**config.mk**
```make
export PLATFORM = sky130hd
export DESIGN_NAME = stash_top
export DESIGN_NICKNAME = d
export VERILOG_FILES = /design/src/stash_pkg.sv /design/src/stash_ctrl.sv /design/src/stash_table.sv /design/src/stash_status.sv /design/src/stash_top.sv
export VERILOG_INCLUDE_DIRS = /design/src
export SDC_FILE = /design/constraint.sdc
export NUM_CORES = 1
export LEC_CHECK = 0
export ABC_AREA = 1
export BUFFER_PORTS_ARGS = -buffer_cell sky130_fd_sc_hd__buf_2
export CAP_MARGIN = 15
export CORE_MARGIN = 2
export CORE_UTILIZATION = 50
export DETAILED_ROUTE_END_ITERATION = 7
export PLACE_DENSITY_LB_ADDON = 0.15
export SLEW_MARGIN = 15
export SYNTH_ARGS = -nofsm -noshare
export SYNTH_HDL_FRONTEND = slang
export SYNTH_SLANG_ARGS = --single-unit
```
**constraint.sdc**
```tcl
create_clock -name clk -period 14.05 [get_ports clk]
set_input_delay 0.7025 -clock clk [delete_from_list [all_inputs] [get_ports clk]]
set_output_delay 0.7025 -clock clk [all_outputs]
set_load 0.005 [all_outputs]
```
**src/stash_params.svh**
```systemverilog
`ifndef STASH_PARAMS_SVH
`define STASH_PARAMS_SVH

// --------------------------------------------------
// Stash sizing
// --------------------------------------------------

// Key width in bits
`define STASH_KEY_W 8

// Value width in bits
`define STASH_VAL_W 8

// Number of table slots
// Index and fill widths are derived from this in the package
`define STASH_SIZE 8

`endif

```
**src/stash_pkg.sv**
```systemverilog
package stash_pkg;

`include "stash_params.svh"

    // --------------------------------------------------
    // Entry payload types
    // --------------------------------------------------
    typedef logic [`STASH_KEY_W-1:0] key_t;
    typedef logic [`STASH_VAL_W-1:0] value_t;

    // Slot index, 0 .. SIZE-1
    typedef logic [$clog2(`STASH_SIZE)-1:0] idx_t;

    // Occupancy, 0 .. SIZE inclusive
    typedef logic [$clog2(`STASH_SIZE+1)-1:0] fill_t;

    // --------------------------------------------------
    // Opcodes and FSM states
    // --------------------------------------------------

    // Write port opcode
    typedef enum logic {
        WR_INSERT = 1'b0,
        WR_DELETE = 1'b1
    } wr_op_t;

    // Control FSM
    typedef enum logic {
        CTRL_CLEAR = 1'b0,
        CTRL_READY = 1'b1
    } ctrl_state_t;

endpackage : stash_pkg

```
**src/stash_ctrl.sv**
```systemverilog
`timescale 1ns/1ps

module stash_ctrl (
    input  logic clk,
    input  logic srst,

    // Table init request
    input  logic init,

    // Raw request strobes from the application
    input  logic wr_req,
    input  logic rd_req,

    output logic ready,
    output logic clear,
    output logic wr_go,
    output logic rd_go
);

    import stash_pkg::*;

    // --------------------------------------------------
    // Signals
    // --------------------------------------------------
    ctrl_state_t state;

    // --------------------------------------------------
    // Init / reset sequencing
    // --------------------------------------------------
    // Reset parks the FSM in CTRL_CLEAR with clear low.
    // First cycle out of reset raises clear, the next one
    // moves to CTRL_READY, so ready shows up two cycles
    // after srst drops.
    // An init pulse goes straight to CTRL_CLEAR with clear
    // already high, so ready is back one cycle later.
    always_ff @(posedge clk) begin
        if (srst) begin
            state <= CTRL_CLEAR;
            clear <= 1'b0;
        end else if (init) begin
            state <= CTRL_CLEAR;
            clear <= 1'b1;
        end else begin
            case (state)
                CTRL_CLEAR: begin
                    // Clear pulse lasts exactly one cycle
                    clear <= !clear;
                    if (clear) begin
                        state <= CTRL_READY;
                    end
                end
                CTRL_READY: begin
                    clear <= 1'b0;
                end
                default: begin
                    state <= CTRL_CLEAR;
                    clear <= 1'b0;
                end
            endcase
        end
    end

    // --------------------------------------------------
    // Ready level and accepted requests
    // --------------------------------------------------
    // Ready doubles as init_done
    assign ready = (state == CTRL_READY);

    // Requests while not ready are dropped, no ack follows
    assign wr_go = wr_req && ready;
    assign rd_go = rd_req && ready;

endmodule : stash_ctrl

```
**src/stash_table.sv**
```systemverilog
`timescale 1ns/1ps

`include "stash_params.svh"

module stash_table (
    input  logic              clk,
    input  logic              srst,

    // Clear pulse from control
    input  logic              clear,

    // Accepted write
    input  logic              wr_go,
    input  stash_pkg::wr_op_t wr_op,
    input  stash_pkg::key_t   wr_key,
    input  stash_pkg::value_t wr_value,

    // Accepted read
    input  logic              rd_go,
    input  logic              rd_next,
    input  stash_pkg::key_t   rd_key,

    // Write response
    output logic              wr_ack,
    output logic              wr_error,

    // Read response
    output logic              rd_ack,
    output logic              rd_valid,
    output stash_pkg::value_t rd_value,
    output stash_pkg::key_t   rd_next_key,

    // Status events
    output stash_pkg::fill_t  fill,
    output logic              evt_activate,
    output logic              evt_deactivate
);

    import stash_pkg::*;

    // --------------------------------------------------
    // Signals
    // --------------------------------------------------
    // Entry storage, no reset
    key_t   key_mem [`STASH_SIZE];
    value_t val_mem [`STASH_SIZE];

    // Slot occupancy
    logic [`STASH_SIZE-1:0] valid;

    logic table_full;

    // Write side
    logic wr_match;
    idx_t wr_match_idx;
    idx_t insert_idx;
    logic wr_en;
    idx_t wr_idx;
    logic del_en;

    // Read side
    logic rd_match;
    idx_t rd_match_idx;
    idx_t iter_idx;

    // --------------------------------------------------
    // Occupancy
    // --------------------------------------------------
    // Population count of the valid vector
    always_comb begin
        fill = '0;
        for (int i = 0; i < `STASH_SIZE; i++) begin
            if (valid[i]) begin
                fill = fill + fill_t'(1);
            end
        end
    end

    assign table_full = (fill == fill_t'(`STASH_SIZE));

    // --------------------------------------------------
    // Write match and insert slot
    // --------------------------------------------------
    // Only valid slots may match
    always_comb begin
        wr_match     = 1'b0;
        wr_match_idx = '0;
        for (int i = 0; i < `STASH_SIZE; i++) begin
            if (valid[i] && (key_mem[i] == wr_key)) begin
                wr_match     = 1'b1;
                wr_match_idx = idx_t'(i);
            end
        end
    end

    // Highest-numbered free slot wins
    always_comb begin
        insert_idx = '0;
        for (int i = 0; i < `STASH_SIZE; i++) begin
            if (!valid[i]) begin
                insert_idx = idx_t'(i);
            end
        end
    end

    // Update in place on a hit, else take a free slot if any
    assign wr_en  = wr_go && (wr_op == WR_INSERT) && (wr_match || !table_full);
    assign wr_idx = wr_match ? wr_match_idx : insert_idx;

    // Delete only acts on a hit
    assign del_en = wr_go && (wr_op == WR_DELETE) && wr_match;

    // New entry vs. removed entry
    assign evt_activate   = wr_en && !wr_match;
    assign evt_deactivate = del_en;

    // --------------------------------------------------
    // Storage update
    // --------------------------------------------------
    always_ff @(posedge clk) begin
        if (srst || clear) begin
            valid <= '0;
        end else if (wr_en) begin
            valid[wr_idx] <= 1'b1;
        end else if (del_en) begin
            valid[wr_match_idx] <= 1'b0;
        end
    end

    always_ff @(posedge clk) begin
        if (wr_en) begin
            key_mem[wr_idx] <= wr_key;
            val_mem[wr_idx] <= wr_value;
        end
    end

    // Write response, one cycle after accept
    always_ff @(posedge clk) begin
        if (srst) begin
            wr_ack   <= 1'b0;
            wr_error <= 1'b0;
        end else begin
            wr_ack   <= wr_go;
            // Insert of a new key into a full table
            wr_error <= wr_go && (wr_op == WR_INSERT) && !wr_match && table_full;
        end
    end

    // --------------------------------------------------
    // Read side
    // --------------------------------------------------
    always_comb begin
        rd_match     = 1'b0;
        rd_match_idx = '0;
        for (int i = 0; i < `STASH_SIZE; i++) begin
            if (valid[i] && (key_mem[i] == rd_key)) begin
                rd_match     = 1'b1;
                rd_match_idx = idx_t'(i);
            end
        end
    end

    // Iterator walks 0..SIZE-1 and wraps, srst only
    always_ff @(posedge clk) begin
        if (srst) begin
            iter_idx <= '0;
        end else if (rd_go && rd_next) begin
            if (iter_idx == idx_t'(`STASH_SIZE - 1)) begin
                iter_idx <= '0;
            end else begin
                iter_idx <= iter_idx + idx_t'(1);
            end
        end
    end

    always_ff @(posedge clk) begin
        if (srst) begin
            rd_ack <= 1'b0;
        end else begin
            rd_ack <= rd_go;
        end
    end

    // Read data sees contents from before a same-cycle write
    always_ff @(posedge clk) begin
        if (rd_go) begin
            if (rd_next) begin
                // Slot dump, valid or not
                rd_valid    <= valid[iter_idx];
                rd_value    <= val_mem[iter_idx];
                rd_next_key <= key_mem[iter_idx];
            end else begin
                rd_valid    <= rd_match;
                rd_value    <= rd_match ? val_mem[rd_match_idx] : '0;
                rd_next_key <= '0;
            end
        end
    end

endmodule : stash_table

```
**src/stash_status.sv**
```systemverilog
`timescale 1ns/1ps

`include "stash_params.svh"

module stash_status (
    input  logic             clk,
    input  logic             srst,
    input  logic             clear,

    // From the table
    input  stash_pkg::fill_t fill,
    input  logic             evt_activate,
    input  logic             evt_deactivate,

    output logic             full,
    output stash_pkg::fill_t peak_fill,
    output logic [15:0]      act_count,
    output logic [15:0]      deact_count
);

    import stash_pkg::*;

    // --------------------------------------------------
    // Full flag and high-water mark
    // --------------------------------------------------
    always_ff @(posedge clk) begin
        if (srst || clear) begin
            full <= 1'b0;
        end else begin
            full <= (fill == fill_t'(`STASH_SIZE));
        end
    end

    // Peak restarts on init
    always_ff @(posedge clk) begin
        if (srst || clear) begin
            peak_fill <= '0;
        end else if (fill > peak_fill) begin
            peak_fill <= fill;
        end
    end

    // --------------------------------------------------
    // Event counters
    // --------------------------------------------------
    // Saturating, survive init
    always_ff @(posedge clk) begin
        if (srst) begin
            act_count   <= '0;
            deact_count <= '0;
        end else begin
            if (evt_activate && (act_count != '1)) begin
                act_count <= act_count + 16'd1;
            end
            if (evt_deactivate && (deact_count != '1)) begin
                deact_count <= deact_count + 16'd1;
            end
        end
    end

endmodule : stash_status

```
**src/stash_top.sv**
```systemverilog
`timescale 1ns/1ps

module stash_top (
    input  logic              clk,
    input  logic              srst,

    input  logic              init,

    // Write port
    input  logic              wr_req,
    input  stash_pkg::wr_op_t wr_op,
    input  stash_pkg::key_t   wr_key,
    input  stash_pkg::value_t wr_value,
    output logic              ready,
    output logic              wr_ack,
    output logic              wr_error,

    // Read port
    input  logic              rd_req,
    input  logic              rd_next,
    input  stash_pkg::key_t   rd_key,
    output logic              rd_ack,
    output logic              rd_valid,
    output stash_pkg::value_t rd_value,
    output stash_pkg::key_t   rd_next_key,

    // Status
    output stash_pkg::fill_t  fill,
    output logic              full,
    output stash_pkg::fill_t  peak_fill,
    output logic [15:0]       act_count,
    output logic [15:0]       deact_count
);

    // --------------------------------------------------
    // Internal links
    // --------------------------------------------------
    logic clear;
    logic wr_go;
    logic rd_go;
    logic evt_activate;
    logic evt_deactivate;

    // Init sequencing and request gating
    stash_ctrl u_ctrl (
        .clk    (clk),
        .srst   (srst),
        .init   (init),
        .wr_req (wr_req),
        .rd_req (rd_req),
        .ready  (ready),
        .clear  (clear),
        .wr_go  (wr_go),
        .rd_go  (rd_go)
    );

    // Associative entry array
    stash_table u_table (
        .clk            (clk),
        .srst           (srst),
        .clear          (clear),
        .wr_go          (wr_go),
        .wr_op          (wr_op),
        .wr_key         (wr_key),
        .wr_value       (wr_value),
        .rd_go          (rd_go),
        .rd_next        (rd_next),
        .rd_key         (rd_key),
        .wr_ack         (wr_ack),
        .wr_error       (wr_error),
        .rd_ack         (rd_ack),
        .rd_valid       (rd_valid),
        .rd_value       (rd_value),
        .rd_next_key    (rd_next_key),
        .fill           (fill),
        .evt_activate   (evt_activate),
        .evt_deactivate (evt_deactivate)
    );

    // Flags and counters
    stash_status u_status (
        .clk            (clk),
        .srst           (srst),
        .clear          (clear),
        .fill           (fill),
        .evt_activate   (evt_activate),
        .evt_deactivate (evt_deactivate),
        .full           (full),
        .peak_fill      (peak_fill),
        .act_count      (act_count),
        .deact_count    (deact_count)
    );

endmodule : stash_top

```
==> flow_metrics.py, run 1 <==
metrics = {
    "critical_path": {
        "cp_max_fo": 24,
        "path_class": "reg2reg",
        "timing.reg2reg.setup_slack_ns": 8.86,
        "crit_path_cell_trace": "inv_1 > ha_1 > inv_1 > nand2_4 > nand2_4 > xnor2_1 > o21ai_0 > ha_1 > or2_1 > nand2_1 > xnor2_1 > o21ai_0 > ha_1 > or2_2 > nand2_1 > inv_1 > ha_1 > o21ai_0 > nand2_2 > nor2_4 > nand4_4 > nand4_1 > inv_1",
        "critical_path_arrival_ns": 5.32,
        "crit_path_max_incr_delay_ns": 0.42,
        "worst-endpoint-required_ns": 14.18,
        "reg2reg_from": "u_table.valid[1]",
        "timing.reg2reg.worst_path_depth": 23,
        "timing.critical_path.slowest_stage_cell": "sky130_fd_sc_hd__dfxtp_1",
        "worstSetupEndpointType": "flip-flop",
        "reg2reg_to": "u_table.val_mem[3][3]",
        "start_kind": "flip-flop",
    },
    "sta": {
        "drv_slew": 0,
        "tightest_slew_ns": 1.05,
        "tns_ns": 0,
        "layout_worst_path_cycle_share": 0.369,
        "worst_slew_slack_as_a_fraction_of_its_limit": 0.297,
        "finalSetupViolations": 0,
        "clock-skew-final_ns": 0.0263,
        "unrepaired_setup_endpoints_after_global_routing": "false",
        "hold_viol_final": 0,
        "finalCriticalPeriod_ns": 5.19,
        "max_freq_mhz": 193,
    },
    "clock_tree": {
        "clock_tree.root_cell": "sky130_fd_sc_hd__clkbuf_16",
        "clockBufferDepth": 3,
        "cts_htree_levels": 1,
        "clock-sinks": 201,
        "holdBufCountCts": 0,
        "cts_repair_resize_count": 0,
        "clock_insertion_delay_at_the_later_pin_of_the_skew_report_ns": 0.52,
        "cts_tree": "done",
        "clkSlewWorstSetupHoldPaths_ns": 0.06,
        "numCtsBuffers": 23,
        "post-cts-setup-buffers": 0,
    },
    "min_path": {
        "worstHoldStart": "init",
        "number_of_instances_on_the_worst_hold_path": 2,
        "hold_ep": "u_ctrl.ready",
        "worst_hold_path_type": "in2reg",
    },
    "run": {
        "total_of_max_cap_violations": 0,
    },
    "floorplan": {
        "design.die.area_mm2": 0.0253,
        "chip_width_um": 159,
        "core_area_mm2": 0.0235,
        "initial_utilization": 0.511,
        "die_h_um": 159,
        "pin_count": 93,
        "std_cell_rows": 56,
    },
    "detailed_routing": {
        "drtAntennaViolNets": 0,
        "drt_pre_antenna_iters": 5,
        "detailroute.via_count": 11100,
        "remaining_drc_errors": 0,
        "route.final.wire_length_um": 37600,
        "routedWlPerCell_um": 20.0,
        "detailedRoute.firstIterationViolations": 1261,
        "average_vias_per_placed_instance": 5.89,
    },
    "global_routing": {
        "globalRoute.totalOverflow": 0,
        "first_global_vias": 10500,
        "grtUsageTotal": 0.290,
        "grt_first_pass_wirelength_um": 58200,
        "grt_max_degree": 40,
        "initial_antenna_violation_count": 0,
    },
    "synth": {
        "synth_cells": 1485,
        "synth_top_area_share": 0.362,
        "netlist_area_before_placement_mm2": 0.0120,
        "netlist.top_cell.by_area": "sky130_fd_sc_hd__edfxtp_1",
        "async_set_reset_flop_share_out_of_synthesis": 0,
        "synth.yosys.seq_area_share": 0.456,
        "syn-num-nets": 1533,
        "synth.lib_cells_used.distinct": 47,
        "synth_edf_count": 145,
        "synth_area_per_cell_um2": 8.09,
        "ys.warnings.count": 0,
        "postSynth.topFlopCell": "sky130_fd_sc_hd__edfxtp_1",
        "synth.ff_latch_count": 201,
        "synthTopCellsByArea": "sky130_fd_sc_hd__edfxtp_1, sky130_fd_sc_hd__dfxtp_1, sky130_fd_sc_hd__nand2_1, sky130_fd_sc_hd__nand3_1, sky130_fd_sc_hd__inv_1",
    },
    "placed_design": {
        "routabilityCongestion": 0.962,
        "io_buffers": 92,
        "dpl_cell_area_mm2": 0.0126,
        "post-place-cells": 1840,
        "dp_hpwl_um": 25800,
    },
    "power_and_ir_drop": {
        "ir_drop_v": 0.0000806,
        "leakage_component_of_the_power_nw": 5.39,
        "p_per_area_mw_per_mm2": 95.7,
    },
    "layout": {
        "nNetsFinal": 1594,
        "final.fill_count": 2203,
        "final_layout_size_suffix_gt1_frac": 0.126,
        "final_design_area_no_fill_mm2": 0.0133,
        "finalNonFillerCells": 1881,
        "diodes_inserted": 0,
        "syn2layout_area_growth_pct": 10.6,
    },
    "run_status": {
        "outcome": "finished clean",
    },
}
==> per-layer routing <==
layer,vias to the layer above,GRT usage,wire (um),share of wire
met5,-,0,0,0
met4,0,0.127,1590,0.042
met3,106,0.0701,3890,0.10
met2,560,0.434,16200,0.43
met1,5218,0.402,15900,0.42
li1,5189,-,-,-
==> report_power, final <==
part,internal (mW),switching (mW)
combinational,0.0256,0.0621
clock,0.299,0.242
sequential,0.640,0.00359
total,0.965,0.308
==> worst max-delay path by stage <==
stage,slack (ns),from,to
final,8.86,u_table.valid[1],u_table.val_mem[3][3]
after CTS,8.89,u_table.valid[1],u_table.key_mem[0][2]
after global routing,8.39,u_table.valid[1],u_table.key_mem[0][2]
after detailed placement,8.94,u_table.valid[1],u_table.val_mem[0][1]
after global placement,9.05,u_table.valid[1],u_table.val_mem[2][0]
after floorplan,9.53,u_table.valid[1],u_status.peak_fill[1]
==> sequential cells by signal, indices dropped and copies added (netlist names), 3 cells and up, named ones only <==
register / count
u_table.rd_next_key: 8
u_table.val_mem: 64
u_table.valid: 8
u_table.key_mem: 64
u_table.iter_idx: 3
u_status.peak_fill: 4
u_table.rd_value: 8
u_status.deact_count: 16
u_status.act_count: 16
==> synth_stat cells, types with 2 or more instances <==
cell type and n:
sky130_fd_sc_hd__nand4_1 40, sky130_fd_sc_hd__a21oi_1 116, sky130_fd_sc_hd__nand3_4 3, sky130_fd_sc_hd__a21oi_2 10, sky130_fd_sc_hd__nand3b_1 16, sky130_fd_sc_hd__o2111ai_1 4
sky130_fd_sc_hd__nor4_1 5, sky130_fd_sc_hd__nand3_1 154, sky130_fd_sc_hd__nor3_1 28, sky130_fd_sc_hd__o21ai_0 105, sky130_fd_sc_hd__ha_1 17, sky130_fd_sc_hd__o31ai_1 2
sky130_fd_sc_hd__o22ai_1 30, sky130_fd_sc_hd__nand3_2 7, sky130_fd_sc_hd__edfxtp_1 145, sky130_fd_sc_hd__nand2_1 237, sky130_fd_sc_hd__dfxtp_1 56, sky130_fd_sc_hd__nor2_2 2
sky130_fd_sc_hd__clkbuf_1 36, sky130_fd_sc_hd__or2_1 2, sky130_fd_sc_hd__inv_2 13, sky130_fd_sc_hd__buf_2 18, sky130_fd_sc_hd__xor2_1 37, sky130_fd_sc_hd__a211oi_1 3
sky130_fd_sc_hd__nand2_4 5, sky130_fd_sc_hd__buf_4 8, sky130_fd_sc_hd__a31oi_1 8, sky130_fd_sc_hd__xnor2_1 34, sky130_fd_sc_hd__nor2_1 109, sky130_fd_sc_hd__inv_1 186
sky130_fd_sc_hd__nand2_2 23, sky130_fd_sc_hd__nor3b_1 8, sky130_fd_sc_hd__o21ai_1 2, sky130_fd_sc_hd__o211ai_1 3
==> placed cells by master, fill, tap and decap left out, types with 5 or more instances in the layout <==
cell type                     n
sky130_fd_sc_hd__nand3_1    154
sky130_fd_sc_hd__o22ai_1     30
sky130_fd_sc_hd__xnor2_1     34
sky130_fd_sc_hd__clkbuf_16   23
sky130_fd_sc_hd__dfxtp_1     56
sky130_fd_sc_hd__nand3b_1    16
sky130_fd_sc_hd__nand4_1     40
sky130_fd_sc_hd__nand2_1    237
sky130_fd_sc_hd__a21oi_2     10
sky130_fd_sc_hd__a21oi_1    116
sky130_fd_sc_hd__inv_1      186
sky130_fd_sc_hd__nand2_2     23
sky130_fd_sc_hd__buf_2       92
sky130_fd_sc_hd__ha_1        17
sky130_fd_sc_hd__edfxtp_1   145
sky130_fd_sc_hd__xor2_1      37
sky130_fd_sc_hd__o21ai_0    105
sky130_fd_sc_hd__nand3_2      7
sky130_fd_sc_hd__inv_2       13
sky130_fd_sc_hd__nor2_1     109
sky130_fd_sc_hd__clkinv_1     9
sky130_fd_sc_hd__buf_4        8
sky130_fd_sc_hd__nor3_1      28
sky130_fd_sc_hd__a31oi_1      8
sky130_fd_sc_hd__nand2_4      5
sky130_fd_sc_hd__nor4_1       5
sky130_fd_sc_hd__nor3b_1      8
==> per-stage QoR <==
step | power, mW | utilization | hold WS, ns | setup slack [ns]
after floorplan | 0.709 | - | 0.474 | 9.53
after global placement | 0.741 | 0.537 | 0.471 | 9.05
after detailed placement | 0.742 | 0.537 | 0.475 | 8.94
after CTS | 1.27 | 0.565 | 0.354 | 8.89
after global routing | 1.31 | 0.565 | 0.352 | 8.39
final | 1.27 | 0.565 | 0.360 | 8.86
==> cell families (layout without fill, tap and decap cells) <==
kind of cell | Yosys count | count (layout) | synth area share
buffers and inverters | 264 | 341 | 0.0878
AND/OR/NAND/NOR | 644 | 644 | 0.256
XOR/XNOR | 71 | 71 | 0.0517
adder cells (fa/ha/maj) | 17 | 17 | 0.0177
AO/OA/AOI/OAI | 288 | 288 | 0.131
flip-flops | 201 | 201 | 0.456
==> layout make-up <==
cell class	instances	area [um2]	area share
flip-flops and latches	201	5480	0.412
repair buffers	100	520	0.0391
clock inverters	14	71.3	0.00536
clock buffers	27	591	0.0444
well taps	319	399	0.0300
inverters	200	751	0.0565
multi-input cells	1020	5490	0.413
==> critical path, delay by kind of cell (launching register included) <==
| kind | cells | cell delay [ns] |
|---|---|---|
| simple gates | 10 | 1.73 |
| fa+ha+maj | 4 | 1.17 |
| buf+inv | 4 | 0.64 |
| compound gates | 3 | 0.58 |
| flops | 1 | 0.42 |
| xor+xnor | 2 | 0.24 |
No activity file was read; power rests on OpenSTA's default activity.
==> inputs of run 2 (changes only) <==
- ABC_AREA: 1 -> 0
- clock period: 14.05 -> 4.6 ns (I/O delays scaled with it)
==> flow_metrics.py, run 2 <==
metrics = {
    "sta": {
        "max_freq_mhz": 225,
        "tns_ns": 0,
        "worst_slew_slack_as_a_fraction_of_its_limit": 0.356,
        "hold_slack_ns": 0.0330,
        "hold_viol_final": 0,
        "layout_worst_path_cycle_share": 0.965,
        "clock-skew-final_ns": 0.0135,
        "finalCriticalPeriod_ns": 4.44,
        "tightest_slew_ns": 0.965,
        "drv_slew": 0,
        "finalSetupViolations": 0,
    },
    "placed_design": {
        "io_buffers": 92,
        "dpl_cell_area_mm2": 0.0121,
        "routabilityCongestion": 0.922,
        "dp_hpwl_um": 19700,
    },
    "layout": {
        "layout_common_cells": "sky130_fd_sc_hd__edfxtp_1, sky130_fd_sc_hd__xnor2_1, sky130_fd_sc_hd__buf_2, sky130_fd_sc_hd__nor2_1, sky130_fd_sc_hd__nand2_1",
        "nNetsFinal": 1172,
        "final_layout_size_suffix_gt1_frac": 0.233,
        "syn2layout_area_growth_pct": 17.8,
        "diodes_inserted": 0,
        "final.fill_count": 1808,
        "final_design_area_no_fill_mm2": 0.0130,
        "most_common_cell_after_layout_fill_and_taps_aside": "sky130_fd_sc_hd__edfxtp_1",
        "finalCoreUtilization": 0.599,
        "reg.largest.list": "u_table.key_mem x64, u_table.val_mem x64",
    },
    "floorplan": {
        "core_area_mm2": 0.0218,
        "die_h_um": 153,
        "design.die.area_mm2": 0.0233,
        "initial_utilization": 0.509,
        "std_cell_rows": 54,
        "chip_width_um": 153,
        "pin_count": 93,
    },
    "critical_path": {
        "reg2reg_to": "u_status.peak_fill[1]",
        "reg2reg_from": "u_table.valid[0]",
        "worst-path-buf-inv": 3,
        "timing.critical_path.slowest_stage_cell": "sky130_fd_sc_hd__dfxtp_2",
        "cp_max_fo": 6,
        "worstSetupEndpointType": "flip-flop",
        "crit_path_max_incr_delay_ns": 0.34,
        "timing.reg2reg.worst_path_depth": 27,
        "critical_path.most_common_cell": "sky130_fd_sc_hd__xnor2_2",
        "path_class": "reg2reg",
        "critical_path_arrival_ns": 4.83,
        "delay_heaviest_family_cp": "adder cells",
        "start_kind": "flip-flop",
        "worst-endpoint-required_ns": 4.99,
        "timing.reg2reg.setup_slack_ns": 0.16,
    },
    "global_routing": {
        "grtUsageTotal": 0.246,
        "first_global_vias": 7807,
        "initial_antenna_violation_count": 0,
        "grt_first_pass_wirelength_um": 45100,
        "globalRoute.totalOverflow": 0,
        "grt_max_degree": 48,
    },
    "detailed_routing": {
        "met3WireLength_um": 2180,
        "detailroute.via_count": 8265,
        "route.final.wire_length_um": 29200,
        "route.met2.wl_um": 13300,
        "detailedRoute.firstIterationViolations": 674,
        "remaining_drc_errors": 0,
        "wl_met1_um": 13000,
        "routedWlPerCell_um": 20.5,
        "highest-signal-layer": "met4",
        "average_vias_per_placed_instance": 5.82,
        "drtAntennaViolNets": 0,
        "drt_pre_antenna_iters": 5,
    },
    "synth": {
        "synth_top_cells_by_count": "sky130_fd_sc_hd__edfxtp_1, sky130_fd_sc_hd__xnor2_1, sky130_fd_sc_hd__nor2_1, sky130_fd_sc_hd__nand2_1, sky130_fd_sc_hd__dfxtp_1",
        "synth_edf_count": 145,
        "synth.ff_latch_count": 201,
        "synth.yosys.seq_area_share": 0.495,
        "synth_cells": 1001,
        "netlist.top_cell.by_area": "sky130_fd_sc_hd__edfxtp_1",
        "synth_top_area_share": 0.393,
        "postSynth.topFlopCell": "sky130_fd_sc_hd__edfxtp_1",
        "yosys.cell_count.top_type": "sky130_fd_sc_hd__edfxtp_1",
        "synth.lib_cells_used.distinct": 65,
        "syn-num-nets": 1049,
        "ys.warnings.count": 0,
        "async_set_reset_flop_share_out_of_synthesis": 0,
        "netlist_area_before_placement_mm2": 0.0111,
        "synthTopCellsByArea": "sky130_fd_sc_hd__edfxtp_1, sky130_fd_sc_hd__xnor2_1, sky130_fd_sc_hd__dfxtp_1, sky130_fd_sc_hd__mux4_2, sky130_fd_sc_hd__nor2_1",
        "synth_area_per_cell_um2": 11.1,
    },
    "min_path": {
        "number_of_instances_on_the_worst_hold_path": 1,
        "worst_hold_path_type": "in2reg",
        "worstHoldStart": "wr_value[7]",
        "hold_ep": "u_table.val_mem[1][7]",
    },
    "power_and_ir_drop": {
        "ir_drop_v": 0.000305,
        "leakage_component_of_the_power_nw": 4.48,
        "power.switching_mw": 0.863,
        "p_per_area_mw_per_mm2": 305,
        "pwr-share-clk": 0.460,
        "pwr-share-seq": 0.492,
        "intPower_mw": 3.11,
        "combPwrFrac": 0.049,
        "netSwitchingFraction": 0.217,
        "overall_power_mw": 3.97,
    },
    "clock_tree": {
        "clock-sinks": 201,
        "clockBufferDepth": 3,
        "cts_tree": "done",
        "clock_insertion_delay_at_the_later_pin_of_the_skew_report_ns": 0.52,
        "numCtsBuffers": 23,
        "cts_htree_levels": 1,
        "clkSlewWorstSetupHoldPaths_ns": 0.06,
        "clock_tree.root_cell": "sky130_fd_sc_hd__clkbuf_16",
    },
    "run": {
        "total_of_max_cap_violations": 0,
    },
    "run_status": {
        "outcome": "finished clean",
    },
}
==> run 2: through the flow <==
stage / instances / setup slack (ns)
floorplan: 1001 / -0.0724
detailed placement: 1365 / -0.267
CTS: 1418 / 0.0148
global placement: 1365 / -0.181
global route: 1421 / -0.0867
finish: 1421 / 0.161
==> run 2: how the worst max path moves through the flow <==
stage	start	to	slack, ns	cells after the start
finish	u_table.valid[0]	u_status.peak_fill[1]	0.16	27
global route	u_table.valid[0]	u_status.peak_fill[1]	-0.09	27
CTS	u_table.valid[0]	u_table.val_mem[6][6]	0.01	22
detailed placement	u_table.valid[0]	u_table.val_mem[2][1]	-0.27	22
global placement	u_table.valid[0]	u_table.val_mem[2][3]	-0.18	22
floorplan	u_table.valid[1]	u_table.key_mem[4][0]	-0.07	21
==> run 2: cells by family (layout without fill, tap and decap cells) <==
| kind of cell | after synthesis | count (layout) | share of synthesized area |
|---|---|---|---|
| buffers and inverters | 78 | 218 | 0.0297 |
| adders and majority gates | 17 | 17 | 0.0192 |
| and+or+nand+nor | 359 | 359 | 0.157 |
| muxes | 63 | 63 | 0.0970 |
| xor gates and xnor gates | 168 | 168 | 0.135 |
| AOI/OAI and AO/OA | 115 | 115 | 0.0674 |
| DFF | 201 | 201 | 0.495 |
==> run 2: cell type report <==
class / count / area [um2] / area share
sequential: 201 / 5480 / 0.420
timing repair buffer: 152 / 973 / 0.0746
tap: 280 / 350 / 0.0269
multi-input combinational: 722 / 5400 / 0.414
clock inverter: 10 / 104 / 0.00796
inverter: 24 / 90.1 / 0.00691
clock buffer: 32 / 641 / 0.0491
==> run 2: power groups by stage <==
stage / clock [mW] / sequential (mW) / combinational, mW
after floorplan: 0 / 1.99 / 0.124
after global placement: 0 / 1.99 / 0.184
after detailed placement: 0 / 1.99 / 0.185
after CTS: 1.86 / 1.95 / 0.193
after global routing: 1.93 / 1.95 / 0.213
final: 1.83 / 1.95 / 0.194
==> run 2: timing repair <==
item / 4_1_cts / 5_1_grt
setup endpoints to repair: 65 / 145
setup buffers: 1 / 3
pin swaps: 1 / 7
endpoints found under the hold margin: 55 / 0
gates resized for setup: 4 / 20
hold buffers: 10 / 0
==> run 2: per-layer routing <==
metal  vias up  GRT usage
li1       3872          -
met1      4016      0.360
met2       328      0.388
met3        49     0.0347
met4         0     0.0657
met5         -          0
==> run 2: worst reg2reg max path, delay by kind of cell (launching register included) <==
family / cells / cell delay, ns
compound gates: 7 / 0.86
simple gates: 7 / 0.68
mux: 1 / 0.24
fa+ha+maj: 5 / 1.15
flops: 1 / 0.34
xor+xnor: 4 / 0.70
buf+inv: 3 / 0.37
